`src/include/pce_cart_config.svh`:
```
`ifndef PCE_CART_CONFIG_SVH
`define PCE_CART_CONFIG_SVH

// console side byte address width
`define PCE_ROM_ADDR_W 22
// storage word address width, 8K words of 16 bits
`define PCE_MEM_ADDR_W 13
// storage word width
`define PCE_WORD_W 16
// download byte counter width, size in 4 KB pages is the top 12 bits
`define PCE_BYTE_CNT_W 24

// copier header length, also the test bit in the loaded length
`define PCE_HEADER_BYTES 512

// populous signature windows, low one for headerless images
`define PCE_POP_BASE_LO 24'h001F20
`define PCE_POP_BASE_HI 24'h002120

// signature words at window offsets 6, 8, 10 and 12
`define PCE_POP_SIG0 16'h4F50
`define PCE_POP_SIG1 16'h5550
`define PCE_POP_SIG2 16'h4F4C
`define PCE_POP_SIG3 16'h5355

`endif

```
`src/verilog/pce_cart_pkg.sv`:
```
`default_nettype none

`include "pce_cart_config.svh"

package pce_cart_pkg;

  // one storage word
  typedef logic [`PCE_WORD_W-1:0] mem_word_t;

  // word address into cartridge storage
  typedef logic [`PCE_MEM_ADDR_W-1:0] mem_addr_t;

  // byte address as seen by the console
  typedef logic [`PCE_ROM_ADDR_W-1:0] rom_addr_t;

  // what the loader learned about the image
  typedef struct packed {
    logic        header_present;
    logic        populous;
    // loaded bytes / 4096
    logic [11:0] size_pages;
  } cart_info_t;

endpackage

`default_nettype wire

```
`src/verilog/mem_bus_if.sv`:
```
`timescale 1ns/1ps
`default_nettype none

// one client's path to the shared cartridge storage
// four phase: req up, ack up, req down, ack down
interface mem_bus_if import pce_cart_pkg::*; ();

  logic      req;
  logic      ack;
  // high for a write, low for a read
  logic      we;
  mem_addr_t addr;
  mem_word_t wdata;
  // valid while ack is high on a read
  mem_word_t rdata;

  // the loader or the fetch unit
  modport client (
    output req,
    output we,
    output addr,
    output wdata,
    input  ack,
    input  rdata
  );

  // the side that owns the storage
  modport arbiter (
    input  req,
    input  we,
    input  addr,
    input  wdata,
    output ack,
    output rdata
  );

endinterface

`default_nettype wire

```
`src/verilog/mem_arbiter.sv`:
```
`timescale 1ns/1ps
`default_nettype none

module mem_arbiter import pce_cart_pkg::*; (
  input  logic        clk_sys_42_95,
  input  logic        rst_n,
  mem_bus_if.arbiter  ldr,
  mem_bus_if.arbiter  fet,
  output logic        ram_en,
  output logic        ram_we,
  output mem_addr_t   ram_addr,
  output mem_word_t   ram_wdata,
  input  mem_word_t   ram_rdata
);

  typedef enum logic [1:0] {arb_idle, arb_access, arb_ack} arb_state_t;

  arb_state_t state;
  // 1 loader owns storage, 0 fetch owns it
  logic       gnt_ldr;
  logic       ldr_ack;
  logic       fet_ack;
  logic       gnt_req;

  // request of whoever holds the grant
  assign gnt_req = gnt_ldr ? ldr.req : fet.req;

  always_ff @(posedge clk_sys_42_95) begin
    if (!rst_n) begin
      state   <= arb_idle;
      gnt_ldr <= 1'b0;
      ldr_ack <= 1'b0;
      fet_ack <= 1'b0;
    end else begin
      case (state)
        arb_idle: begin
          // loader first
          if (ldr.req) begin
            gnt_ldr <= 1'b1;
            state   <= arb_access;
          end else if (fet.req) begin
            gnt_ldr <= 1'b0;
            state   <= arb_access;
          end
        end
        arb_access: begin
          // storage enabled this cycle, data out next
          ldr_ack <= gnt_ldr;
          fet_ack <= ~gnt_ldr;
          state   <= arb_ack;
        end
        arb_ack: begin
          // hold until the client lets go
          if (!gnt_req) begin
            ldr_ack <= 1'b0;
            fet_ack <= 1'b0;
            state   <= arb_idle;
          end
        end
        default: state <= arb_idle;
      endcase
    end
  end

  // storage port follows the grant
  assign ram_en    = (state == arb_access);
  assign ram_we    = gnt_ldr ? ldr.we : fet.we;
  assign ram_addr  = gnt_ldr ? ldr.addr : fet.addr;
  assign ram_wdata = gnt_ldr ? ldr.wdata : fet.wdata;

  assign ldr.ack   = ldr_ack;
  assign fet.ack   = fet_ack;
  // read data stays put until the next enable
  assign ldr.rdata = ram_rdata;
  assign fet.rdata = ram_rdata;

  one_ack_at_a_time: assert property (@(posedge clk_sys_42_95) disable iff (!rst_n)
    !(ldr.ack && fet.ack))
    else $error("both memory clients acknowledged together");

endmodule

`default_nettype wire

```
`src/flat_wrapper.sv`:
```
// flat-port wrapper written by rule: the top's interface ports become plain ports
module mem_arbiter_flat import pce_cart_pkg::*;
  (clk_sys_42_95, rst_n, ram_en, ram_we, ram_addr, ram_wdata, ram_rdata, ldr_req, ldr_we, ldr_addr, ldr_wdata, ldr_ack, ldr_rdata, fet_req, fet_we, fet_addr, fet_wdata, fet_ack, fet_rdata);
  mem_bus_if ldr_i ();
  mem_bus_if fet_i ();
  input  logic clk_sys_42_95;
  input  logic rst_n;
  output logic ram_en;
  output logic ram_we;
  output mem_addr_t ram_addr;
  output mem_word_t ram_wdata;
  input  mem_word_t ram_rdata;
  input wire logic [$bits(ldr_i.req)-1:0] ldr_req;
  input wire logic [$bits(ldr_i.we)-1:0] ldr_we;
  input wire logic [$bits(ldr_i.addr)-1:0] ldr_addr;
  input wire logic [$bits(ldr_i.wdata)-1:0] ldr_wdata;
  output wire logic [$bits(ldr_i.ack)-1:0] ldr_ack;
  output wire logic [$bits(ldr_i.rdata)-1:0] ldr_rdata;
  input wire logic [$bits(fet_i.req)-1:0] fet_req;
  input wire logic [$bits(fet_i.we)-1:0] fet_we;
  input wire logic [$bits(fet_i.addr)-1:0] fet_addr;
  input wire logic [$bits(fet_i.wdata)-1:0] fet_wdata;
  output wire logic [$bits(fet_i.ack)-1:0] fet_ack;
  output wire logic [$bits(fet_i.rdata)-1:0] fet_rdata;
  assign ldr_i.req = ldr_req;
  assign ldr_i.we = ldr_we;
  assign ldr_i.addr = ldr_addr;
  assign ldr_i.wdata = ldr_wdata;
  assign ldr_ack = ldr_i.ack;
  assign ldr_rdata = ldr_i.rdata;
  assign fet_i.req = fet_req;
  assign fet_i.we = fet_we;
  assign fet_i.addr = fet_addr;
  assign fet_i.wdata = fet_wdata;
  assign fet_ack = fet_i.ack;
  assign fet_rdata = fet_i.rdata;
  mem_arbiter u_core (.clk_sys_42_95(clk_sys_42_95), .rst_n(rst_n), .ldr(ldr_i), .fet(fet_i), .ram_en(ram_en), .ram_we(ram_we), .ram_addr(ram_addr), .ram_wdata(ram_wdata), .ram_rdata(ram_rdata));
endmodule
```
`config.mk`:
```
export PLATFORM = sky130hd
export DESIGN_NAME = mem_arbiter_flat
export DESIGN_NICKNAME = d
export VERILOG_FILES = /design/src/verilog/pce_cart_pkg.sv /design/src/verilog/mem_bus_if.sv /design/src/verilog/mem_arbiter.sv /design/src/flat_wrapper.sv
export VERILOG_INCLUDE_DIRS = /design/src /design/src/include
export SDC_FILE = /design/constraint.sdc
export NUM_CORES = 1
export LEC_CHECK = 0
export ABC_AREA = 0
export BUFFER_PORTS_ARGS = -buffer_cell sky130_fd_sc_hd__clkbuf_2
export CELL_PAD_IN_SITES_DETAIL_PLACEMENT = 1
export CELL_PAD_IN_SITES_GLOBAL_PLACEMENT = 1
export CORE_MARGIN = 5
export CORE_UTILIZATION = 15
export CTS_CLUSTER_SIZE = 30
export DETAILED_ROUTE_END_ITERATION = 6
export GPL_TIMING_DRIVEN = 0
export PLACE_DENSITY_LB_ADDON = 0.3
export SYNTH_ARGS = -nofsm -noshare
export SYNTH_HDL_FRONTEND = slang
export SYNTH_SLANG_ARGS = --single-unit
```
`constraint.sdc`:
```
create_clock -name clk_sys_42_95 -period 1.1 [get_ports clk_sys_42_95]
set_input_delay 0 -clock clk_sys_42_95 [delete_from_list [all_inputs] [get_ports clk_sys_42_95]]
set_output_delay 0 -clock clk_sys_42_95 [all_outputs]
set_load 0.05 [all_outputs]
```
# Word-level counts from Yosys, hierarchy flattened
# Cells that the tools add are included.
dict set report totals {
  reg_bits 5
  inputBits 80
  out_inout_bits 65
  wordCells 28
}
dict set report op_classes {
  eq_ne 4
  mux 13
  n_bitwise 1
  reduce_logical 6
}
# operator count
set ops {}
lappend ops {{$mux W16} 1}
lappend ops {{$mux W13} 1}
lappend ops {{$mux W2} 3}
lappend ops {{$pmux W2 S3} 1}
lappend ops {{$reduce_and A2 Y1} 3}
lappend ops {{$mux W1} 5}
lappend ops {{$pmux W1 S2} 2}
lappend ops {{$reduce_bool A2 Y1} 2}
lappend ops {{$ne A3 B3 Y1 const B} 1}
lappend ops {{$eq A2 B1 Y1 const B} 1}
lappend ops {{$eq A2 B2 Y1 const B} 1}
lappend ops {{$logic_not A2 Y1} 1}
lappend ops {{$ne A2 B2 Y1 const B} 1}
lappend ops {{$not A1 Y1} 1}

# Depth between registers and ports, before layout
dict set report logic_depth {
  ltp_word 3
  depth_mapped 5
  depth_no_buf 5
}

# Worst setup path after synthesis
# No wires, ideal clock.
dict set report synth_timing {
  path_type {reg2reg}
  from {register u_core.gnt_ldr}
  to {register u_core.state[1]}
  arrival_time_ps 1079
  path_slack_ps -50
  stages_incl_launch_ff 5
  path_buffers 1
  synth_period_minus_slack_ps 1150
  path_cell_list {dfxtp_1 > buf_6 > mux2_4 > a22oi_2 > mux2i_1}
}
dict set report synth_between {
  elab_chain_len 3
}
# item line
set synth_lines {}
lappend synth_lines {{start, declared} mem_arbiter.sv:20} ;# logic gnt_ldr;
lappend synth_lines {{start signal, assigned} mem_arbiter.sv:31} ;# gnt_ldr <= 1'b0;
lappend synth_lines {{start signal, assigned} mem_arbiter.sv:39} ;# gnt_ldr <= 1'b1;
lappend synth_lines {{start signal, assigned} mem_arbiter.sv:42} ;# gnt_ldr <= 1'b0;
lappend synth_lines {{$mux W1} mem_arbiter.sv:26} ;# assign gnt_req = gnt_ldr ? ldr.req : fet.req;
lappend synth_lines {{$ne A2 B2 Y1 (no line)} -}
lappend synth_lines {{$reduce_and A2 Y1 (no line)} -}
lappend synth_lines {{end signal, assigned} mem_arbiter.sv:30} ;# state <= arb_idle;
lappend synth_lines {{end signal, assigned} mem_arbiter.sv:40} ;# state <= arb_access;
lappend synth_lines {{end signal, assigned} mem_arbiter.sv:43} ;# state <= arb_access;
lappend synth_lines {{end, declared} mem_arbiter.sv:18} ;# arb_state_t state;
# No other way between the ends.
# A chain may end at the register's enable or synchronous reset.

# Worst setup path in the final report
dict set report layout_timing {
  from {register u_core.gnt_ldr}
  to {output port ram_addr[6]}
}
dict set report layout_between {
  elab_chain_len 1
}
# item line
set layout_lines {}
lappend layout_lines {{$mux W13} mem_arbiter.sv:68} ;# assign ram_addr = gnt_ldr ? ldr.addr : fet.addr;
lappend layout_lines {{end, declared} flat_wrapper.sv:10} ;# output mem_addr_t ram_addr;
# No other way between the ends.

==> results.cfg <==
[power_and_ir_drop]
power_density_nw_per_um2 = 1160
vdd_ir_drop_max_uv = 649
leakage_nw = 1.24

[timing]
rsz0062_at_grt = yes
relSlewSlack_pct = 80.9
fin_crit_sh_pct = 121
setup_viol = 34
period_needed_ns = 1.34
finalHoldViolCount = 0
clock_skew_ns = 0.000838
max_freq_ghz = 0.749
setup_tns_ns = -6.90
tightest_slew_ns = 0.287
drv_slew = 0
worst_hold_slack_ns = 0.0964
setup_slack_ns = -0.235

[logic_synthesis]
muxShareOfSynthArea_pct = 41.1
netlist_instances = 95
synthAdderAreaFrac_pct = 4.25
synth_seq_area_share_pct = 11.3
yosysWarnings = 0
synth_top_family_by_area = multiplexers
synth-xor-area-share_pct = 0
yosys.area_share.simple_pct = 5.52
syn_avg_cell_area_um2 = 9.30
synth-compound-area-share_pct = 6.80
synth-seq-cells = 5
syn_area_um2 = 883
syn-num-nets = 178
ys_types = 21

[detailed_routing]
ant_nets = 0
firstDrtPassIters = 4
wl_per_cell_um = 15.9
viasPerCell = 3.89
drt_iter0_markers = 4
drc_errors = 0
vias = 1201
routed_wl_um = 4920

[global_routing]
grt_pass1_wl_um = 6070
grt_max_degree = 11
grt_pass1_vias = 1187
overflow = 0
grt_usage_pct = 10.2
antenna_found_initial = 0

[die]
initial_utilization_pct = 15.2
ios = 145
die_area_um2 = 7520
die_x_um = 86.7
std_cell_rows = 28
fp.dieH_um = 86.7
core-area_um2 = 5820

[outcome]
violations = setup timing
status = finished with violations

[placement]
dp_hpwl_um = 3850
io_buffers = 128
gp_congestion = 0.692

[clock_tree]
cts_buffer_depth = 2
cts_tree = done
numClockSinks = 5
clk_pin_slew_ns = 0.03
cts-root-buf = clkbuf_8
insertion_delay_ns = 0.22
postCtsHoldBufs = 0
cts_max_level = 1
cts_inserted_buffers = 3

[layout]
layout_commonest_cell = clkbuf_2
utilization_pct = 38.7
final_nets = 318
insertedDiodeCount = 0
drive_gt1_share_pct = 89.3
area_growth_pct = 155
mostFrequentLayoutCells = clkbuf_2 (97), buf_4 (35), buf_8 (32)

[job]
maxCapViolCount = 0

[worst_setup_path]
critPathRequiredTime_ns = 1.10
worstSetupStartpointType = flip-flop
ff2ff_setup_slack_ns = -0.19
critPathKind = reg -> out
critPathArrivalTime_ns = 1.34
critPathMaxFanout = 5
crit_path_end_kind = output pin

[worst_hold_path]
hold_path.class = in -> reg
cell families after synthesis:
| kind of cell | after synthesis |
|---|---|
| muxes | 32 |
| buffers and inverters | 38 |
| DFF | 5 |
| and+or+nand+nor | 9 |
| AOI/OAI and AO/OA | 8 |
| adders and majority gates | 3 |
final cells by class:
| class | instances | area [um^2] |
|---|---|---|
| flip-flops and latches | 5 | 104 |
| well taps | 75 | 93.8 |
| multi-input cells | 52 | 628 |
| plain buffers | 36 | 310 |
| inverters | 2 | 7.51 |
| repair buffers | 135 | 1060 |
| clock buffers | 4 | 45.0 |
| fillers | 681 | 3560 |
path summary, 6_finish.rpt:
kind / from / end / depth (start not counted)
worst max-delay path: u_core.gnt_ldr$_SDFFE_PN0P_ / ram_addr[6] / 4
worst min-delay path: ldr_req / u_core.gnt_ldr$_SDFFE_PN0P_ / 3
worst max register to register: u_core.gnt_ldr$_SDFFE_PN0P_ / u_core.state[1]$_SDFFE_PN0P_ / 4
worst min register to register: u_core.fet.ack$_SDFFE_PN0P_ / u_core.fet.ack$_SDFFE_PN0P_ / 2
power breakdown:
group	internal (W)	switching (W)
registers	0.000210	0.0000198
clock network	0.000249	0.0000896
logic	0.000935	0.00112
total	0.00139	0.00123
per-layer routing:
metal	up-vias	global-route usage (%)	wire (um)
met5	-	0	0
met4	0	2.97	85
met3	6	2.57	515
met2	80	19.8	2720
met1	542	10.7	1600
li1	573	-	-
worst max-delay path, cell delays in order, from the launching register on:
cell       delay (ns)
dfxtp_4          0.35
buf_12           0.14
clkbuf_16        0.15
mux2_4           0.31
buf_8            0.15
per-stage QoR:
stage          total power [W]  instances  area [um^2]  setup slack [ns]
2_1_floorplan          0.00137         95          885           -0.0224
3_3_place_gp           0.00171        298         1620            -0.188
5_1_grt                0.00273        309         2250            -0.262
3_5_place_dp           0.00172        298         1620            -0.190
6_report               0.00262        309         2250            -0.235
4_1_cts                0.00234        304         1990            -0.253
Yosys cell counts:
cell type   n  share of area [%]
a21boi_0    1               0.85
a21o_1      1               0.85
a21oi_1     1               0.57
a22oi_1     1               0.85
a22oi_2     1                1.4
buf_2       3                1.7
buf_4      32                 27
buf_6       1                1.3
dfxtp_1     5                 11
ha_1        3                4.2
inv_1       2               0.85
mux2_2     30                 38
mux2_4      1                1.7
mux2i_1     1                1.1
nand2_1     5                2.1
nand4b_1    1               0.99
nand4bb_1   1                1.3
nor2_1      1               0.42
nor2b_1     1               0.71
o211a_1     1                1.1
o21ai_0     2                1.1
flip-flops by register name, summed over array words and instances, names as in the netlist:
register,flops
u_core.gnt_ldr,1
u_core.ldr.ack,1
u_core.fet.ack,1
u_core.state,2
timing repair:
item / 4_1_cts / 5_1_grt
gates resized for setup: 77 / 62
cloned: 0 / 4
pin swaps: 4 / 0
setup endpoints to repair: 34 / 36
buffers inserted: 2 / 1
Note: power is estimated with default switching activity, not from simulation.
