<file path="src/verilog/pad_mux.sv">
`timescale 1ns/1ps
`default_nettype none

module pad_mux (
  input  logic       clk_sys_42_95,
  input  logic       rst_n,
  input  logic       button_a,
  input  logic       button_b,
  input  logic       button_select,
  input  logic       button_start,
  input  logic       dpad_up,
  input  logic       dpad_down,
  input  logic       dpad_left,
  input  logic       dpad_right,
  input  logic       pad_sel,
  input  logic       pad_clr,
  input  logic       multitap_en,
  output logic [3:0] pad_nibble
);

  // multitap port, saturates at 7
  logic [2:0] port_q;
  logic [2:0] port_next;
  logic       sel_q;
  logic       sel_rise;
  logic [3:0] nibble_next;

  assign sel_rise = pad_sel & ~sel_q;

  // clear wins over select
  always_comb begin
    port_next = port_q;
    if (pad_clr)
      port_next = 3'd0;
    else if (sel_rise && multitap_en && port_q != 3'd7)
      port_next = port_q + 3'd1;
  end

  // nibble from the port we are moving to
  always_comb begin
    if (pad_clr)
      nibble_next = 4'h0;
    else if (port_next != 3'd0)
      // nothing plugged beyond port 0
      nibble_next = 4'hF;
    else if (pad_sel)
      // directions, up in bit 0
      nibble_next = ~{dpad_left, dpad_down, dpad_right, dpad_up};
    else
      // buttons, a in bit 0
      nibble_next = ~{button_start, button_select, button_b, button_a};
  end

  always_ff @(posedge clk_sys_42_95) begin
    if (!rst_n) begin
      port_q     <= 3'd0;
      sel_q      <= 1'b0;
      pad_nibble <= 4'hF;
    end else begin
      port_q     <= port_next;
      sel_q      <= pad_sel;
      // registered, valid one cycle after inputs
      pad_nibble <= nibble_next;
    end
  end

endmodule

`default_nettype wire

</file>
<file path="config.mk">
export PLATFORM = sky130hd
export DESIGN_NAME = pad_mux
export DESIGN_NICKNAME = d
export VERILOG_FILES = /design/src/verilog/pad_mux.sv
export SDC_FILE = /design/constraint.sdc
export NUM_CORES = 1
export LEC_CHECK = 0
export ABC_CLOCK_PERIOD_IN_PS = 2180
export BUFFER_PORTS_ARGS = -buffer_cell sky130_fd_sc_hd__buf_2
export CAP_MARGIN = 15
export CORE_AREA = 3 3 40 42
export CTS_CLUSTER_DIAMETER = 120
export DETAILED_ROUTE_END_ITERATION = 8
export DIE_AREA = 0 0 43 45
export PLACE_DENSITY = 0.5
export SLEW_MARGIN = 20
export SYNTH_ARGS = -nofsm -noshare
export SYNTH_HDL_FRONTEND = slang
export SYNTH_SLANG_ARGS = --single-unit
</file>
<file path="constraint.sdc">
create_clock -name clk_sys_42_95 -period 2.18 [get_ports clk_sys_42_95]
set_input_delay 0.109 -clock clk_sys_42_95 [delete_from_list [all_inputs] [get_ports clk_sys_42_95]]
set_output_delay 0.109 -clock clk_sys_42_95 [all_outputs]
set_load 0.1 [all_outputs]
</file>
# Yosys cells after proc, flatten, opt, wreduce, memory -nomap -nowiden
# Cells that the tools add are included.
# word_totals
elab_cells,17
output_inout_bits,4
ff_bits,8
in_bits,13
# op_classes
n_mux,5
n_eq_ne,1
add_sub_neg,1
bitwise_logic,4
reduce_logical,3
# ops
op,n
$mux W4,3
$not A4 Y4,2
$mux W3,2
$add A3 B1 Y3 const B,1
$ne A3 B3 Y1 const B,1
$reduce_bool A3 Y1,1
$logic_and A1 B1 Y1,2
$and A1 B1 Y1,1
$not A1 Y1,1

# Longest topological paths before layout
# Gate-level depths: netlist of run 1.
# depth
word_depth,9
depth_mapped,6
mapped_depth_nobuf,5

# Worst setup path before layout of run 1
# No wires, ideal clock.
# synth_path
path_kind,reg-to-reg
startpoint,register port_q[0]
endpoint,register pad_nibble[0]
arrival_time_ps,1501
synth_period_minus_slack_ps,1575
path_stages_with_launch,7
setup_time_ps,74
t_required_ps,2106
slack_ps,605
path_buffers,1
path_cell_list,dfxtp_1 > ha_1 > ha_1 > and4bb_1 > buf_2 > mux2_4 > a31oi_1
# synth_via
elab_chain_cells,7
word_cells_on_any_way,8
cone_classes,1 x add/sub; 1 x eq/ne; 4 x mux; 2 x reduce/logical
# synth_lines
element,line_no,source
"start, declared",22,logic [2:0] port_q;
"start signal, assigned",60,port_q <= port_next;
branches (longest 2 deep; another with $add A3 B1 Y3),-,
$mux W3 (*),35,else if (sel_rise && multitap_en && port_q != 3'd7)
$mux W3 (*),33,if (pad_clr)
$reduce_bool A3 Y1 (*),43,else if (port_next != 3'd0)
$mux W4 (*),43,
$mux W4 (*),41,if (pad_clr)
"end signal, assigned",63,pad_nibble <= nibble_next;
"end, declared",18,output logic [3:0] pad_nibble
# Mark *: on every way between the ends.
# A chain may end at the register's enable or synchronous reset.

# Worst setup path after layout of run 1
# layout_path
startpoint,register port_q[0]
endpoint,register pad_nibble[3]
# Same word-level chain as after synthesis.

==> results, run 1 <==
- The flow ran to the end, and the final reports show no timing, DRC or antenna violations.
- The area of the die is 1940 sq um.
- The vertical extent of the die is 45 um.
- Cells with a size suffix above 1 make up 48.0% of the layout.
- The area overhead of the layout relative to synthesis is 32.4%.
- The final layout contains 67 nets.
- The detailed router finished its first iteration with 7 violations.
- For the worst-skew pair, the clock arrives at the later sink with an insertion delay of 0.25 ns.
- Max-cap violations in this run came to 0.
- The worst setup path is captured at a register.
- The max-slew violation total from the final report is 0.
- Registers take 160 sq um.
- The area used by multi-input combinational logic is 194 sq um.
- The remaining max-slew budget at the tightest pin is 67.6%.
- The buffer depth of the longest clock path is 2.
- The total DRC errors in the routed layout is 0.
- The data arrival time of the critical path is 1.87 ns.
- Of all cell types, the one taking the most synthesized area is dfxtp_1.
- In the post-synthesis netlist, the cell with the most instances is dfxtp_1.
- The clock net in this run drives a total of 8 sinks.
- Timing analysis after detailed placement gives a worst setup slack of 0.483 ns.
- The number of antenna repair diodes is 0.
- The count of boundary I/O pins is 17.
- The final weighted congestion in routability-driven placement is 0.667.
- The number of synthesized flops with an enable pin is 0.
- After detailed routing, the number of vias per cell comes to 4.65.
- The overall fraction of global-route tracks in use is 9.02%.
- In the final routed layout, each cell accounts on average for 11.0 um.
- The first detailed-routing pass ran for 2 iterations.
- By area the synthesized netlist is led by dfxtp_1 45%, mux2_2 13%, a31oi_1 7.0%.
- The worst-case IR drop observed on VDD is 0.462 mV.
- The share of synthesized area in the top cell type comes to 44.6%.
- The first-pass GRT wire length is 1260 um.
- Gates resized during post-CTS repair numbered 0.
- The worst path uses 77.8% of the clock period.
- By count the netlist is led by 8 x dfxtp_1, 4 x a31oi_1, 4 x mux2_2.
- The Yosys step of the flow raised 0 warnings.
- The portion of total power attributed to combinational logic is 26.6%.
- The timing startpoint of the critical path is port_q[0]$_SDFF_PN0_.
- The initialized floorplan defines 13 standard-cell rows.
- The post-synthesis instance area is 359 sq um.
- The number of nets still failing antenna checks after routing is 0.
- Among the stages of the critical path, the cell type that occurs most often is ha_1.
- Setup violations remaining at the end of the flow were counted as 0.
- The post-synthesis async set-or-reset flop share is 0%.
- In this run the number of H-tree levels came out at 1.
- The worst setup path is of the reg2reg kind.
- Fill cells in the final layout number 130.
- Yosys mapped the design onto 14 distinct sky130hd cell types.
- The finished cells cover 475 sq um.
- The proportion of synthesized chip area in sequential cells is 44.6%.
- The total length of routed wires is 714 um.
- The proportion of power drawn by flip-flops and latches is 43.2%.
- Setup repair after global routing left no endpoint under its margin.
- In the final timing run, aggregate negative setup slack is 0 ns.
- The via count is 302.
- TritonCTS built the clock tree.
- The hold violation total from the final report came to 0.
- The number of global-route vias before repair is 295.
- The critical-path cell with the highest stage delay is and4bb_1.
- The total of hold buffers inserted after clock tree synthesis is 0.
- For this run, the slowest stage of the critical path takes 0.39 ns.
- In the synthesized netlist, the number of instances is 32.
- The number of antenna violations at the first check in global routing is 0.
- The CTS clock-pin slew for the worst setup and hold paths is 0.05 ns.
- After legalization and detailed placement, the total HPWL measured 583 um.
- The worst-case hold slack is 0.142 ns.
- The static leakage power is 0.220 nW.
- The worst hold path begins at rst_n.
- The tightest min-delay check is of the in2reg type.
- The root buffer cell is clkbuf_4.
- The placed instances occupy a cell area of 453 sq um.
- The count of buffers added by post-CTS timing repair for setup is 0.
- The cell internal power dissipation is 0.000245 W.
- The leftover overflow at the end of global routing is 0.
- Between clock sinks in the finished design, the worst skew comes to 0.00228 ns.
- After layout, the minimum clock period comes to 1.70 ns.
- The power per standard cell area is 767 nW/um^2.
- Net switching is 32.8% of the power.
- The highest clock rate is 590 MHz.
- The count of port buffers added during placement is 16.
- Overall power consumption after layout is estimated at 0.000365 W.
- The standard cell core area is 1280 sq um.
- The highest fanout seen on the critical path is 4.
- The startpoint type of the worst setup path is a register.
- The critical path goes through ha_1 -> ha_1 -> and4bb_1 -> mux2_4 -> a31oi_1.
- For the worst setup path, the data required time is 2.35 ns.
- The final worst setup slack is 0.484 ns.
- The clock network accounts for 30.2% of the total power.
- The floorplan step set the die width to 43 um.
- At the pin with the least slew margin, the transition time is 0.489 ns.
- The most frequently used flop master after synthesis is dfxtp_1.
- The starting utilization of the core area is 27.9%.
- TritonCTS created 3 clock buffers.
- The launching point of the worst reg2reg path is port_q[0]$_SDFF_PN0_.
- Counting flops and latches in the post-synthesis netlist gives 8.
- The mean post-synth cell area is 11.2 sq um.
- The power spent charging and discharging nets is 0.000120 W.
- The pin count of the biggest net entering global routing is 8.
- Counting every net in the synthesized netlist gives 47.
-- through the flow --
step	instances	utilization, %
global placement	62	35.2
global route	65	37.0
floorplan	32	-
CTS	65	37.0
finish	65	37.0
detailed placement	62	35.2
-- registers in the layout (all words and copies together) (netlist names) --
register,cells
sel_q,1
pad_nibble,4
port_q,3
-- worst max-delay path, delay by kind of cell, from the launching register on --
family          cells  cell delay (ns)
simple gates        1             0.39
fa+ha+maj           2             0.38
mux                 1             0.35
flops               1             0.34
compound gates      1             0.16
-- per-layer routing --
metal  track usage (%)  vias to the layer above  wire length, um
met4                 0                        0                0
met1              11.7                      133              312
met2              12.9                       17              283
li1                  -                      152                -
met5                 0                        -                0
met3              6.77                        0              117
-- power by group through the flow --
| stage | Sequential (W) | Combinational [W] | Clock [W] |
|---|---|---|---|
| after floorplan | 0.000213 | 0.0000227 | 0 |
| after global placement | 0.000161 | 0.0000976 | 0 |
| after detailed placement | 0.000161 | 0.0000973 | 0 |
| after CTS | 0.000158 | 0.0000978 | 0.000115 |
| after global routing | 0.000158 | 0.000103 | 0.000127 |
| final | 0.000158 | 0.0000970 | 0.000110 |
-- cell type report --
class / count / area share (%)
timing repair buffer: 16 / 16.8
multi-input combinational: 23 / 40.8
clock buffer: 3 / 4.74
sequential: 8 / 33.7
tap: 15 / 3.95
-- logic make-up after synthesis --
kind of cell    after synthesis  synth area share [%]
flops                         8                  44.6
simple gates                  9                  15.3
xor+xnor                      1                  2.44
buf+inv                       1                  1.39
mux                           7                  22.3
fa+ha+maj                     2                  6.97
compound gates                4                  6.97
-- cell usage in the layout, fill, tap and decap left out --
cell type	count
nand2b_1	1
xnor2_1	1
mux2i_1	2
nor3_1	1
mux2_2	4
a31oi_1	4
buf_2	16
and2_1	2
ha_1	2
mux2_4	1
nor3b_1	1
and4bb_1	1
clkbuf_4	3
dfxtp_1	8
nor2_1	3
-- path summary, 6_finish.rpt --
check,to,slack (ns),depth (start not counted)
max,pad_nibble[3]$_SDFF_PN1_,0.48,5
min,pad_nibble[1]$_SDFF_PN1_,0.14,2
max reg2reg,pad_nibble[3]$_SDFF_PN1_,0.48,5
min reg2reg,port_q[2]$_SDFF_PN0_,0.53,2
Note: power is estimated with default switching activity, not from simulation.
==> run 2: changes to the inputs <==
- ABC_CLOCK_PERIOD_IN_PS: 2180 -> 1400
- PLACE_DENSITY: 0.5 -> 0.52
- clock period: 2.18 -> 1.4 ns (I/O delays scaled with it)
==> run 2 against run 1 <==
Against the previous run:
- the run now ends with setup timing left
- count of clock-buffer cells in the layout unchanged
- sequential share of layout area decreased by 3.0 points
- global-route usage up 0.084 points
- maximum frequency increased by 15%
- non-clock buffer count increased by 3
- worst hold slack lost 0.033 ns
- clock skew grew 0.0019 ns
- design area up 11%
- register-to-register slack lost 0.56 ns
- combinational power rose by 61%
- critical endpoint is now pad_nibble[2]$_SDFF_PN1_
==> results, run 2 (synthesis results as in run 1) <==
- The flow ran to the end, but the final reports show violations.
- The checks that failed: setup timing.
- The floorplan step set the die height to 45 um.
- Dividing the detail-routed via count by the number of cells gives 4.44.
- For this run, the top clock speed supported by timing is 677 MHz.
- The buffer depth of the longest clock path is 2.
- The remaining max-slew budget at the tightest pin is 67.7%.
- Across the whole layout, storage elements account for 163 sq um.
- 0 antenna diodes ended up in the layout.
- TritonCTS built the clock tree.
- The filler cells instantiated in the layout total 126.
- Setup violations remaining at the end of the flow were counted as 6.
- The area of the die is 1940 sq um.
- The number of buffers created by CTS is 3.
- In this run, the number of DRC markers left after iteration 0 of detailed routing was 1.
- The register with the most flip-flops in the layout has 4 of them.
- The data arrival time of the critical path is 1.65 ns.
- After legalization and detailed placement, the total HPWL measured 630 um.
- The share of cells above drive strength 1 is 60.4%.
- The number of nets still failing antenna checks after routing is 0.
- The library cell used most frequently in the layout, excluding fill and tap cells, is buf_2.
- The transition time at the pin with the least slew margin is 0.488 ns.
- Once placement completed, the tool counted placed cells totaling 65.
- Summed over all cells, the static leakage comes to 0.230 nW.
- After layout, the worst setup slack is -0.0779 ns.
- The region available for standard cell placement spans 1280 sq um.
- The final-stage net count is 70.
- The worst-case IR drop observed on VDD is 0.503 mV.
- In the final layout, the multi-input gates occupy 223 sq um.
- The total DRC errors in the routed layout is 0.
- Summed over all layers, the global routing overflow is 0.
- The area overhead of the layout relative to synthesis is 47.4%.
- After detailed routing, the average wire length per cell comes to 10.8 um.
- In this run the number of H-tree levels came out at 1.
- The tool flagged a number of max-cap violations equal to 0.
- The first global-routing pass estimated 1290 um of wire.
- The max-slew violation total from the final report is 0.
- Summing over every cut layer, the via total after detailed routing is 302.
- Data on the critical path is required at its endpoint by 1.57 ns.
- The count of port buffers added during placement is 16.
- The hold violation total from the final report was 0.
- In the final layout, the registers with the most flip-flops are pad_nibble: 4 flops, port_q: 3 flops, sel_q: 1 flops.
- The library cells used most frequently in the layout, excluding fill and tap cells, are 16 x buf_2, 6 x dfxtp_1, 4 x mux2_2, 4 x a31oi_1.
- Pin placement for this block handled 17 I/O pins.
- STA classifies the critical path startpoint as a register.
- Counting I/O delays and the setup requirement, the final critical path takes 1.48 ns.
- The number of antenna violations at the first check in global routing is 0.
- For this design, the sink count on the clock tree is 8.
- The total length of routed wires is 732 um.
- The CTS clock-pin slew for the worst setup and hold paths is 0.05 ns.
- Across the routed clock network, the largest skew measured is 0.00420 ns.
- Setup repair after global routing could not meet its margin everywhere.
- After the flow finishes, the layout carries non-filler instances totaling 68.
- The critical path start-end classification is reg2reg.
- The power per standard cell area is 1080 nW/um^2.
- For this run, the detailed router's first-pass iteration total came to 2.
- Global routing used 9.11% of the available tracks across all layers.
- After routing the design area is 529 sq um.
- The share of the clock period used by the worst path is 106%.
- The count of buffers added by post-CTS timing repair for setup is 0.
- The register ranked first by flip-flop count is pad_nibble.
- The chip width is 43 um.
- Clock latency on the worst-skew pair, taken at its later pin, is 0.25 ns.
- The tightest min-delay check is of the in2reg type.
- The pin count of the biggest net entering global routing is 8.
- Row generation in the floorplan step produced 13 rows.
- The post-detailed-placement cell area is 503 sq um.
- For this design, the CTS-stage hold fixing added 0 buffers.
- The number of global-route vias before repair came to 313.
- STA classifies the critical path endpoint as a register.
- Of all nets on the critical path, the largest fanout is 4.
- For this configuration, the core starts out at a cell density of 27.9%.
- The register-to-register path setup slack is -0.08 ns.
- CTS placed an instance of clkbuf_4 at the clock tree root.
- The congestion estimate from routability-driven global placement came to 0.666.
## run 2: cell types whose count changed in the layout (fill, tap and decap cells not counted), sizes merged
cell	change
buf	+3
## run 2: per-stage QoR
step / total power (W) / hold slack (ns) / setup TNS (ns) / utilization (%) / setup slack, ns
final: 0.000572 / 0.108 / -0.331 / 41.2 / -0.0779
after global routing: 0.000607 / 0.105 / -0.788 / 41.2 / -0.165
after CTS: 0.000581 / 0.101 / -0.405 / 40.9 / -0.0988
after detailed placement: 0.000406 / 0.365 / -0.403 / 39.1 / -0.0945
after global placement: 0.000407 / 0.365 / -0.207 / 39.1 / -0.0642
after floorplan: 0.000370 / 0.182 / -0.334 / - / -0.0836
## run 2: critical path, stage by stage (launching register included)
cell,delay [ns]
dfxtp_2,0.33
ha_4,0.16
ha_4,0.14
and4bb_1,0.29
mux2_4,0.33
a31oi_1,0.15
## run 2: path summary, 6_finish.rpt
check | startpoint | to | cells after the start
setup / recovery | port_q[1]$_SDFF_PN0_ | pad_nibble[2]$_SDFF_PN1_ | 5
hold / removal | rst_n | pad_nibble[1]$_SDFF_PN1_ | 2
setup reg to reg | port_q[1]$_SDFF_PN0_ | pad_nibble[2]$_SDFF_PN1_ | 5
hold reg to reg | port_q[1]$_SDFF_PN0_ | port_q[1]$_SDFF_PN0_ | 3
## run 2: area by class of cell
cell class,count,share of cell area [%]
clock buffer,3,4.26
tap,15,3.55
sequential,8,30.7
multi-input combinational,23,42.1
timing repair buffer,19,19.4
## run 2: power by group
part	switching (W)	internal (W)	total, W
logic	0.000110	0.0000459	0.000156
registers	0.00000310	0.000242	0.000245
clock network	0.0000734	0.0000978	0.000171
total	0.000186	0.000386	0.000572
## run 2: what timing repair did
item,in CTS,in global routing
setup endpoints to repair,6,7
gates resized for setup,0,1
pin swaps,1,0
## run 2: metal layers
layer | share of wire, % | GRT usage (%) | up-vias
met5 | 0 | 0 | -
met4 | 0 | 1.81 | 0
met3 | 10 | 6.37 | 0
met2 | 44 | 13.8 | 12
met1 | 46 | 10.7 | 129
li1 | - | - | 161
