`config.mk`:
```
export PLATFORM = sky130hd
export DESIGN_NAME = rom_fetch_flat
export DESIGN_NICKNAME = d
export VERILOG_FILES = /design/src/verilog/pce_cart_pkg.sv /design/src/verilog/mem_bus_if.sv /design/src/verilog/rom_fetch.sv /design/src/flat_wrapper.sv
export VERILOG_INCLUDE_DIRS = /design/src /design/src/include
export SDC_FILE = /design/constraint.sdc
export NUM_CORES = 1
export LEC_CHECK = 0
export ABC_AREA = 1
export BUFFER_PORTS_ARGS = -buffer_cell sky130_fd_sc_hd__buf_2
export CAP_MARGIN = 20
export CORE_MARGIN = 2
export CORE_UTILIZATION = 43
export DETAILED_ROUTE_END_ITERATION = 8
export GPL_ROUTABILITY_DRIVEN = 0
export PLACE_DENSITY = 0.9
export SYNTH_ARGS = -nofsm -noshare
export SYNTH_HDL_FRONTEND = slang
export SYNTH_SLANG_ARGS = --single-unit
```
`constraint.sdc`:
```
create_clock -name clk_sys_42_95 -period 3.6 [get_ports clk_sys_42_95]
set_input_delay 0.18 -clock clk_sys_42_95 [delete_from_list [all_inputs] [get_ports clk_sys_42_95]]
set_output_delay 0.18 -clock clk_sys_42_95 [all_outputs]
set_load 0.01 [all_outputs]
```
`src/include/pce_cart_config.svh`:
```
`ifndef PCE_CART_CONFIG_SVH
`define PCE_CART_CONFIG_SVH

// console side byte address width
`define PCE_ROM_ADDR_W 22
// storage word address width, 8K words of 16 bits
`define PCE_MEM_ADDR_W 13
// storage word width
`define PCE_WORD_W 16
// download byte counter width, size in 4 KB pages is the top 12 bits
`define PCE_BYTE_CNT_W 24

// copier header length, also the test bit in the loaded length
`define PCE_HEADER_BYTES 512

// populous signature windows, low one for headerless images
`define PCE_POP_BASE_LO 24'h001F20
`define PCE_POP_BASE_HI 24'h002120

// signature words at window offsets 6, 8, 10 and 12
`define PCE_POP_SIG0 16'h4F50
`define PCE_POP_SIG1 16'h5550
`define PCE_POP_SIG2 16'h4F4C
`define PCE_POP_SIG3 16'h5355

`endif

```
`src/verilog/pce_cart_pkg.sv`:
```
`default_nettype none

`include "pce_cart_config.svh"

package pce_cart_pkg;

  // one storage word
  typedef logic [`PCE_WORD_W-1:0] mem_word_t;

  // word address into cartridge storage
  typedef logic [`PCE_MEM_ADDR_W-1:0] mem_addr_t;

  // byte address as seen by the console
  typedef logic [`PCE_ROM_ADDR_W-1:0] rom_addr_t;

  // what the loader learned about the image
  typedef struct packed {
    logic        header_present;
    logic        populous;
    // loaded bytes / 4096
    logic [11:0] size_pages;
  } cart_info_t;

endpackage

`default_nettype wire

```
`src/verilog/mem_bus_if.sv`:
```
`timescale 1ns/1ps
`default_nettype none

// one client's path to the shared cartridge storage
// four phase: req up, ack up, req down, ack down
interface mem_bus_if import pce_cart_pkg::*; ();

  logic      req;
  logic      ack;
  // high for a write, low for a read
  logic      we;
  mem_addr_t addr;
  mem_word_t wdata;
  // valid while ack is high on a read
  mem_word_t rdata;

  // the loader or the fetch unit
  modport client (
    output req,
    output we,
    output addr,
    output wdata,
    input  ack,
    input  rdata
  );

  // the side that owns the storage
  modport arbiter (
    input  req,
    input  we,
    input  addr,
    input  wdata,
    output ack,
    output rdata
  );

endinterface

`default_nettype wire

```
`src/verilog/rom_fetch.sv`:
```
`timescale 1ns/1ps
`default_nettype none

`include "pce_cart_config.svh"

module rom_fetch import pce_cart_pkg::*; (
  input  logic       clk_sys_42_95,
  input  logic       rst_n,
  input  logic       rom_rd,
  input  rom_addr_t  rom_addr,
  input  cart_info_t info,
  output logic       rom_rdy,
  output logic [7:0] rom_data,
  mem_bus_if.client  mem
);

  typedef enum logic [1:0] {rf_idle, rf_req, rf_drop, rf_rdy} rf_state_t;

  rf_state_t state;
  rom_addr_t eff_addr;
  mem_addr_t word_addr_q;
  logic      odd_q;

  // skip the copier header when the image has one
  assign eff_addr = rom_addr + (info.header_present ? rom_addr_t'(`PCE_HEADER_BYTES) : '0);

  always_ff @(posedge clk_sys_42_95) begin
    if (!rst_n) begin
      state   <= rf_idle;
      mem.req <= 1'b0;
      rom_rdy <= 1'b0;
    end else begin
      case (state)
        rf_idle: begin
          if (rom_rd) begin
            mem.req <= 1'b1;
            state   <= rf_req;
          end
        end
        rf_req: begin
          // data is on rdata while ack is up
          if (mem.ack) begin
            mem.req <= 1'b0;
            state   <= rf_drop;
          end
        end
        rf_drop: begin
          // memory side closed before the console sees rdy
          if (!mem.ack) begin
            rom_rdy <= 1'b1;
            state   <= rf_rdy;
          end
        end
        rf_rdy: begin
          if (!rom_rd) begin
            rom_rdy <= 1'b0;
            state   <= rf_idle;
          end
        end
        default: state <= rf_idle;
      endcase
    end
  end

  // word address and byte lane of the request
  always_ff @(posedge clk_sys_42_95) begin
    if (state == rf_idle && rom_rd) begin
      word_addr_q <= eff_addr[`PCE_MEM_ADDR_W:1];
      odd_q       <= eff_addr[0];
    end
  end

  // low byte for even, high byte for odd
  always_ff @(posedge clk_sys_42_95) begin
    if (state == rf_req && mem.ack)
      rom_data <= odd_q ? mem.rdata[15:8] : mem.rdata[7:0];
  end

  // read only client
  assign mem.we    = 1'b0;
  assign mem.addr  = word_addr_q;
  assign mem.wdata = '0;

  // console side four phase
  rdy_held_until_rd_low: assert property (@(posedge clk_sys_42_95) disable iff (!rst_n)
    rom_rdy && rom_rd |=> rom_rdy)
    else $error("rom_rdy dropped before rom_rd fell");

endmodule

`default_nettype wire

```
`src/flat_wrapper.sv`:
```
// flat-port wrapper written by rule: the top's interface ports become plain ports
module rom_fetch_flat import pce_cart_pkg::*;
  (clk_sys_42_95, rst_n, rom_rd, rom_addr, info, rom_rdy, rom_data, mem_req, mem_we, mem_addr, mem_wdata, mem_ack, mem_rdata);
  mem_bus_if mem_i ();
  input  logic clk_sys_42_95;
  input  logic rst_n;
  input  logic rom_rd;
  input  rom_addr_t rom_addr;
  input  cart_info_t info;
  output logic rom_rdy;
  output logic [7:0] rom_data;
  output wire logic [$bits(mem_i.req)-1:0] mem_req;
  output wire logic [$bits(mem_i.we)-1:0] mem_we;
  output wire logic [$bits(mem_i.addr)-1:0] mem_addr;
  output wire logic [$bits(mem_i.wdata)-1:0] mem_wdata;
  input wire logic [$bits(mem_i.ack)-1:0] mem_ack;
  input wire logic [$bits(mem_i.rdata)-1:0] mem_rdata;
  assign mem_req = mem_i.req;
  assign mem_we = mem_i.we;
  assign mem_addr = mem_i.addr;
  assign mem_wdata = mem_i.wdata;
  assign mem_i.ack = mem_ack;
  assign mem_i.rdata = mem_rdata;
  rom_fetch u_core (.clk_sys_42_95(clk_sys_42_95), .rst_n(rst_n), .rom_rd(rom_rd), .rom_addr(rom_addr), .info(info), .rom_rdy(rom_rdy), .rom_data(rom_data), .mem(mem_i));
endmodule
```
# Word level (Yosys, flattened, before mapping)
# Cells that the tools add are included.
[totals]
output_inout_bits = 40
word_cells = 35
regBits = 26
[op_classes]
n_reduce_logical = 8
n_mux = 13
eq_ne = 7
add_sub_neg = 1
[ops]
columns = ["operator", "count"]
rows = [
  ["adder 14 bit", 1],
  ["2-to-1 mux 10 bit", 1],
  ["2-to-1 mux 2 bit", 4],
  ["2-to-1 mux 8 bit", 1],
  ["!= test 2 bit (second input constant)", 4],
  ["one-hot mux 2 bit (4 select lines)", 1],
  ["AND reduction 3 bit", 2],
  ["equality test 2 bit (second input constant)", 2],
  ["2-to-1 mux 1 bit", 4],
  ["one-hot mux 1 bit (2 select lines)", 2],
  ["AND reduction 4 bit", 1],
  ["nonzero test 2 bit", 2],
  ["equality test 2 x 1 -> 1 bit (second input constant)", 1],
  ["logical AND 1 bit", 2],
  ["logical NOT 2 bit", 1],
]

# Depth between registers and ports, before layout
# Gate-level depths: netlist (run 1).
[depth]
ltp_word = 3
ltp_mapped = 8
depth_no_buf = 8

# Worst setup path before layout (run 1)
# No wires, ideal clock.
[synth_timing]
path_kind = "register to register"
startpoint = "register u_core.state[0]"
endpoint = "register u_core.word_addr_q[0], in the netlist u_core.mem.addr[0], enable pin"
slack_ps = 2281
path_stages_with_launch = 5
synth_period_minus_slack_ps = 1319
t_arrival_ps = 961
required_time_ps = 3243
path_cell_list = "dfxtp_1 > inv_1 > ha_1 > nand2_1 > inv_1"
[synth_via]
elab_chain_cells = 2
[synth_lines]
columns = ["item", "line_no", "source"]
rows = [
  ["start: declaration", "rom_fetch.sv:19", "rf_state_t state;"],
  ["start signal: assignment", "rom_fetch.sv:29", "state <= rf_idle;"],
  ["start signal: assignment", "rom_fetch.sv:37", "state <= rf_req;"],
  ["start signal: assignment", "rom_fetch.sv:44", "state <= rf_drop;"],
  ["logical NOT 2 bit", "rom_fetch.sv:67", "if (state == rf_idle && rom_rd) begin"],
  ["logical AND 1 bit", "rom_fetch.sv:67", ""],
  ["end signal: assignment", "rom_fetch.sv:68", "word_addr_q <= eff_addr[`PCE_MEM_ADDR_W:1];"],
  ["end: declaration", "rom_fetch.sv:21", "mem_addr_t word_addr_q;"],
]
# No other way between the ends.
# A chain may end at the register's enable or synchronous reset.

# Worst setup path in the final report (run 1)
[layout_timing]
startpoint = "register u_core.state[0]"
endpoint = "register u_core.word_addr_q[1], in the netlist u_core.mem.addr[1], enable pin"
# Same word-level chain as after synthesis.

==> qor.yml, run 1 <==
synth:
  yosys.area_share.xor_xnor: 0.02049
  yosys.area.top_type: "edfxtp_1"
  synth_seq_cells: 26
  ys_seq_area_frac: 0.5776
  synthTopCellsByArea: "edfxtp_1 52%, buf_4 10%, mux2_2 7.0%"
  netlist.area_leader.share: 0.5151
  synth_compound_area_frac: 0.009756
  synth_top_family_by_area: "buffers and inverters"
  netlist_instances: 109
  syn_avg_cell_area_um2: 11.77
  synth_edf_count: 22
  yosys.area_share.simple: 0.1122
  async_flop_share: 0
  synth_area_um2: 1282
  ys_types: 18
  synth_fa_ha_area_frac: 0.06829
  synth.area.mux_share: 0.07024
  yosys_most_used_dff: "edfxtp_1"
  yosysMostFrequentCell: "edfxtp_1"
  ys_top_cells_by_count: "22 x edfxtp_1, 17 x buf_4, 14 x nand2_1"
  yosysWarningCount: 0
grt:
  grt_pass1_vias: 749
  grt_use_met3: 0.02637
  grt_max_degree: 16
  grt_remaining_overflow: 0
  busiest_layer: "met2"
  grt_use_total: 0.1143
  grt_pass1_wl_um: 2987
  grt.met2_usage: 0.2071
  met1_usage: 0.1278
  antenna_found_initial: 0
clocking:
  cts.sinks: 26
  clk_latency_ns: 0.31
  clockBufferDepth: 2
  numCtsBuffers: 3
  cts_setup_buffers: 0
  clkTransAtPathRegs_ns: 0.14
  post_cts_resized: 0
  cts_tree: "done"
  cts_root_buf: "clkbuf_4"
  hold_buffers: 0
  h-tree-depth: 1
pwr:
  vdd_drop_max_uv: 333.6
  power.density_nw_per_um2: 597.9
  p_leak_nw: 0.7807
drt:
  dr_total_vias: 876
  drc: 9
  wl_per_cell_um: 10.66
  postRouteAntennaNets: 0
  drt_wl_total_um: 2121
  via_per_inst: 4.402
  first_iter_violations: 56
  drt_pre_antenna_iters: 8
final_layout:
  nFillCells: 238
  synthToLayoutAreaGrowth_pct: 23.71
  final_area_um2: 1587
  nets: 232
  antennaDiodeCount: 0
  drive_above_1_share: 0.4405
hold_path:
  min_path_type: "in -> reg"
timing:
  slew_violations: 0
  worst_pin_slew_ns: 0.5287
  fmax_mhz: 659.2
  finClkSkew_ns: 0.009000
  setup_viol: 0
  min_period_over_period: 0.4214
  hold_violations: 0
  period_minus_slack_ns: 1.517
  whs_ns: 0.03204
  rsz0062_at_grt: "false"
  timing.slew.headroom: 0.6472
  tns_ns: 0
run_status:
  violations: "DRC"
  status: "complete, but fails checks"
place:
  place_area_um2: 1534
  io_buffer_count: 57
  hpwl_um: 1744
worst_setup_path:
  cp.arrival_ns: 1.48
  path_max_fanout: 15
  worst_setup_path_start_kind: "register"
  end_kind: "register"
  crit_required_ns: 3.56
  critical_path_class: "reg -> reg"
floorplan:
  initial_core_util: 0.4572
  die_h_um: 58.61
  die_area_um2: 3435
  io-pin-count: 96
  coreArea_um2: 2805
  rows: 19
  die_x_um: 58.61
flow_run:
  max-cap-violations: 0
[final cells by class]
type                    count  area [µm²]  area share
inverters                  12       45.04     0.02839
clock inverters             1       30.03     0.01893
multi-input cells          69       424.2      0.2674
flip-flops and latches     26       740.7      0.4669
clock buffers               3       22.52     0.01420
well taps                  31       38.79     0.02445
repair buffers             57       285.3      0.1798
[layout by cell type, fill, tap and decap left out]
| master | n |
|---|---|
| a21boi_1 | 1 |
| a21oi_1 | 1 |
| buf_2 | 57 |
| bufinv_16 | 1 |
| clkbuf_4 | 3 |
| conb_1 | 17 |
| dfxtp_1 | 4 |
| edfxtp_1 | 22 |
| ha_1 | 7 |
| inv_1 | 11 |
| inv_2 | 1 |
| mux2_2 | 8 |
| nand2_1 | 14 |
| nand2_2 | 3 |
| nand3_1 | 7 |
| nor2_1 | 7 |
| nor2_4 | 1 |
| xnor2_1 | 2 |
| xor2_1 | 1 |
[flip-flops by register name, indices dropped and copies added (netlist names)]
name	flops
u_core.rom_data	8
u_core.rom_rdy	1
u_core.mem.addr	13
u_core.mem.req	1
u_core.state	2
u_core.odd_q	1
[critical path, stage by stage, from the launching register on]
cell and delay, ns:
dfxtp_1 0.36, inv_1 0.11, ha_1 0.23, nand2_1 0.07, inv_1 0.40
[final timing paths]
check	startpoint	slack, ns	endpoint	depth (start not counted)
max	u_core.state[0]	2.08	u_core.mem.addr[1]	4
min	rom_addr[4]	0.03	u_core.mem.addr[3]	1
max reg2reg	u_core.state[0]	2.08	u_core.mem.addr[1]	4
min reg2reg	u_core.rom_rdy	0.46	u_core.rom_rdy	2
[routing by layer]
layer / wire (µm) / share of wire / up-vias
met2: 935 / 0.44 / 58
met1: 892 / 0.42 / 378
li1: - / - / 440
met5: 0 / 0 / -
met4: 0 / 0 / 0
met3: 293 / 0.14 / 0
[logic make-up after synthesis]
logic type | after synthesis
xor gates and xnor gates | 3
adders and majority gates | 7
AOI/OAI and AO/OA | 2
and+or+nand+nor | 32
muxes | 8
other | 1
buffers and inverters | 30
DFF | 26
[per-stage QoR]
stage                     total power, mW  instances  utilization  setup slack, ns
after global routing                1.014        199       0.5656            1.988
after CTS                          0.9580        199       0.5656            2.073
after global placement             0.7559        195       0.5468            2.117
after detailed placement           0.7676        195       0.5468            2.092
final                              0.9486        199       0.5656            2.083
after floorplan                    0.6792        125            -            2.281
[where the power goes]
part / switching [mW] / leakage, nW / internal [mW]
sequential: 0.0296 / 0.238 / 0.412
clock: 0.0792 / 0.0279 / 0.112
combinational: 0.190 / 0.515 / 0.125
total: 0.299 / 0.781 / 0.649
No activity file was read; power rests on OpenSTA's default activity.
==> run 2, diff against run 1 <==
- CORE_UTILIZATION: 43 -> 36
- PLACE_DENSITY: 0.9 -> 0.81
- clock period: 3.6 -> 1.25 ns (I/O delays scaled with it)
==> qor.yml, run 2 (synthesis results as in run 1) <==
final_layout:
  instances_no_fill: 228  # +15%
  final_area_um2: 1755  # +11%
  mostFrequentLayoutCells: "57 x buf_2, 22 x edfxtp_1, 17 x conb_1"
  synthToLayoutAreaGrowth_pct: 36.88
  drive_above_1_share: 0.4945  # +0.05403
  antennaDiodeCount: 0  # unchanged
  utilization: 0.5179  # -0.04766
  nets: 246  # +6.0%
  largest_reg_flops: 13  # unchanged
  final_common_cell: "buf_2"
worst_setup_path:
  r2r_end: "u_core.mem.addr[6]"
  path_max_fanout: 12  # -3
  startpoint: "u_core.state[0]"
  worst_setup_path_start_kind: "register"
  cp.arrival_ns: 1.28  # -0.20 ns
  max_stage_delay_ns: 0.39  # about the same
  r2r_slack_ns: 0.06  # -2.03 ns
  crit_required_ns: 1.33  # -2.23 ns
  end_kind: "register"
  path_cells: "inv_2 -> ha_4 -> nand2_2 -> clkinvlp_4 -> buf_12"
  r2r_start: "u_core.state[0]"
  r2r_cells: 5  # +1
  critical_path_class: "reg -> reg"
  cpMaxStageDelayCell: "dfxtp_2"
timing:
  period_minus_slack_ns: 1.193  # -0.3241 ns
  hold_violations: 0  # unchanged
  fmax_mhz: 838.2  # +27%
  finClkSkew_ns: 0.01338  # +0.004377 ns
  setup_ws_ns: 0.05700  # -2.026 ns
  rsz0062_at_grt: "false"
  slew_violations: 0  # unchanged
  setup_viol: 0  # unchanged
  whs_ns: 0.03789  # +0.005849 ns
  tns_ns: 0  # unchanged
  min_period_over_period: 0.9544  # +0.5330
floorplan:
  die_h_um: 63.69  # +8.7%
  io-pin-count: 96  # unchanged
  initial_core_util: 0.3784  # -0.07881
  die_area_um2: 4056  # +18%
  rows: 21  # +2
  coreArea_um2: 3390  # +21%
  die_x_um: 63.69  # +8.7%
clocking:
  cts_root_buf: "clkbuf_4"
  cts_tree: "done"
  clk_latency_ns: 0.31  # about the same
  cts.sinks: 26  # unchanged
  numCtsBuffers: 3  # unchanged
  h-tree-depth: 1  # unchanged
  clkTransAtPathRegs_ns: 0.14  # about the same
  clockBufferDepth: 2  # unchanged
drt:
  drt_wl_total_um: 2224  # +4.9%
  drc: 0  # -9
  dr_total_vias: 937  # +7.0%
  first_iter_violations: 29  # -48%
  via_per_inst: 4.110  # -6.6%
  postRouteAntennaNets: 0  # unchanged
  wl_per_cell_um: 9.754  # -8.5%
  drt_pre_antenna_iters: 4  # -4
grt:
  grt_pass1_wl_um: 3436  # +15%
  antenna_found_initial: 0  # unchanged
  grt_remaining_overflow: 0  # unchanged
  grt_use_total: 0.1108  # -0.003443
  grt_max_degree: 15  # -1
  grt_pass1_vias: 811  # +8.3%
hold_path:
  hold_path_depth: 2  # +1
  min_path_type: "in -> reg"
  hold_path.startpoint: "info[13]"
  hold_end: "u_core.mem.addr[8]"
pwr:
  total_power_mw: 2.739  # +190%
  power.density_nw_per_um2: 1560  # +160%
  p_leak_nw: 0.8198  # +5.0%
  vdd_drop_max_uv: 565.3  # +69%
place:
  placed_cells: 213  # +9.2%
  hpwl_um: 1676  # -3.9%
  dp_slack_ns: -0.01033  # -2.102 ns
  io_buffer_count: 57  # unchanged
  place_area_um2: 1597  # +4.1%
flow_run:
  max-cap-violations: 0  # unchanged
run_status:
  status: "completed"
## run 2: cell count changes in the layout (fill, tap and decap cells not counted), moves of 2 or more
| cell | previous run | this run |
|---|---|---|
| nand2_1 | 14 | 12 |
| nand2_2 | 3 | 5 |
| ha_1 | 7 | 3 |
| inv_2 | 1 | 4 |
| ha_2 | 0 | 3 |
| dlygate4sd3_1 | 0 | 10 |
| buf_4 | 0 | 3 |
| dfxtp_2 | 0 | 2 |
| dfxtp_1 | 4 | 2 |
| inv_1 | 11 | 7 |
## run 2: final cells by class
class | count | area [µm²]
Fill cell | 282 | 1634
Clock inverter | 1 | 3.754
Timing Repair Buffer | 71 | 427.9
Clock buffer | 3 | 22.52
Sequential cell | 26 | 743.2
Tap cell | 46 | 57.56
Inverter | 12 | 48.80
Multi-Input combinational cell | 69 | 451.7
## run 2: routing by layer
metal	vias up	wire (µm)	track usage	part of all wire
met5	-	0	0	0
met4	0	23	0.04891	0.010
met3	2	226	0.03214	0.10
met2	55	1048	0.1868	0.47
met1	410	926	0.1303	0.42
li1	470	-	-	-
## run 2: how the worst max path moves through the flow
stage	endpoint	slack, ns	cells past startpoint
after floorplan	u_core.mem.addr[0]	0.02	4
after global placement	u_core.mem.addr[8]	0.005	5
after detailed placement	u_core.mem.addr[3]	-0.01	5
after CTS	u_core.mem.addr[3]	0.005	5
after global routing	u_core.state[0]	0.008	7
final	u_core.mem.addr[6]	0.06	5
## run 2: power breakdown
part           switching [mW]  internal (mW)
Clock                   0.226          0.116
Sequential             0.0827           1.19
Combinational           0.613          0.510
## run 2: repair_timing
action                                 in CTS  in global routing
setup endpoints to repair                  16                 25
buffers inserted                            0                  1
hold buffers                               10                  0
endpoints found under the hold margin      12                  0
gates resized for setup                     1                 10
pin swaps                                   0                  2
cloned                                      0                  0
## run 2: worst max-delay path: cells and delay by family, from the launching register on
family                     cells  cell delay, ns
adders and majority gates      1            0.17
DFF                            1            0.39
buffers and inverters          3            0.33
and+or+nand+nor                1            0.07
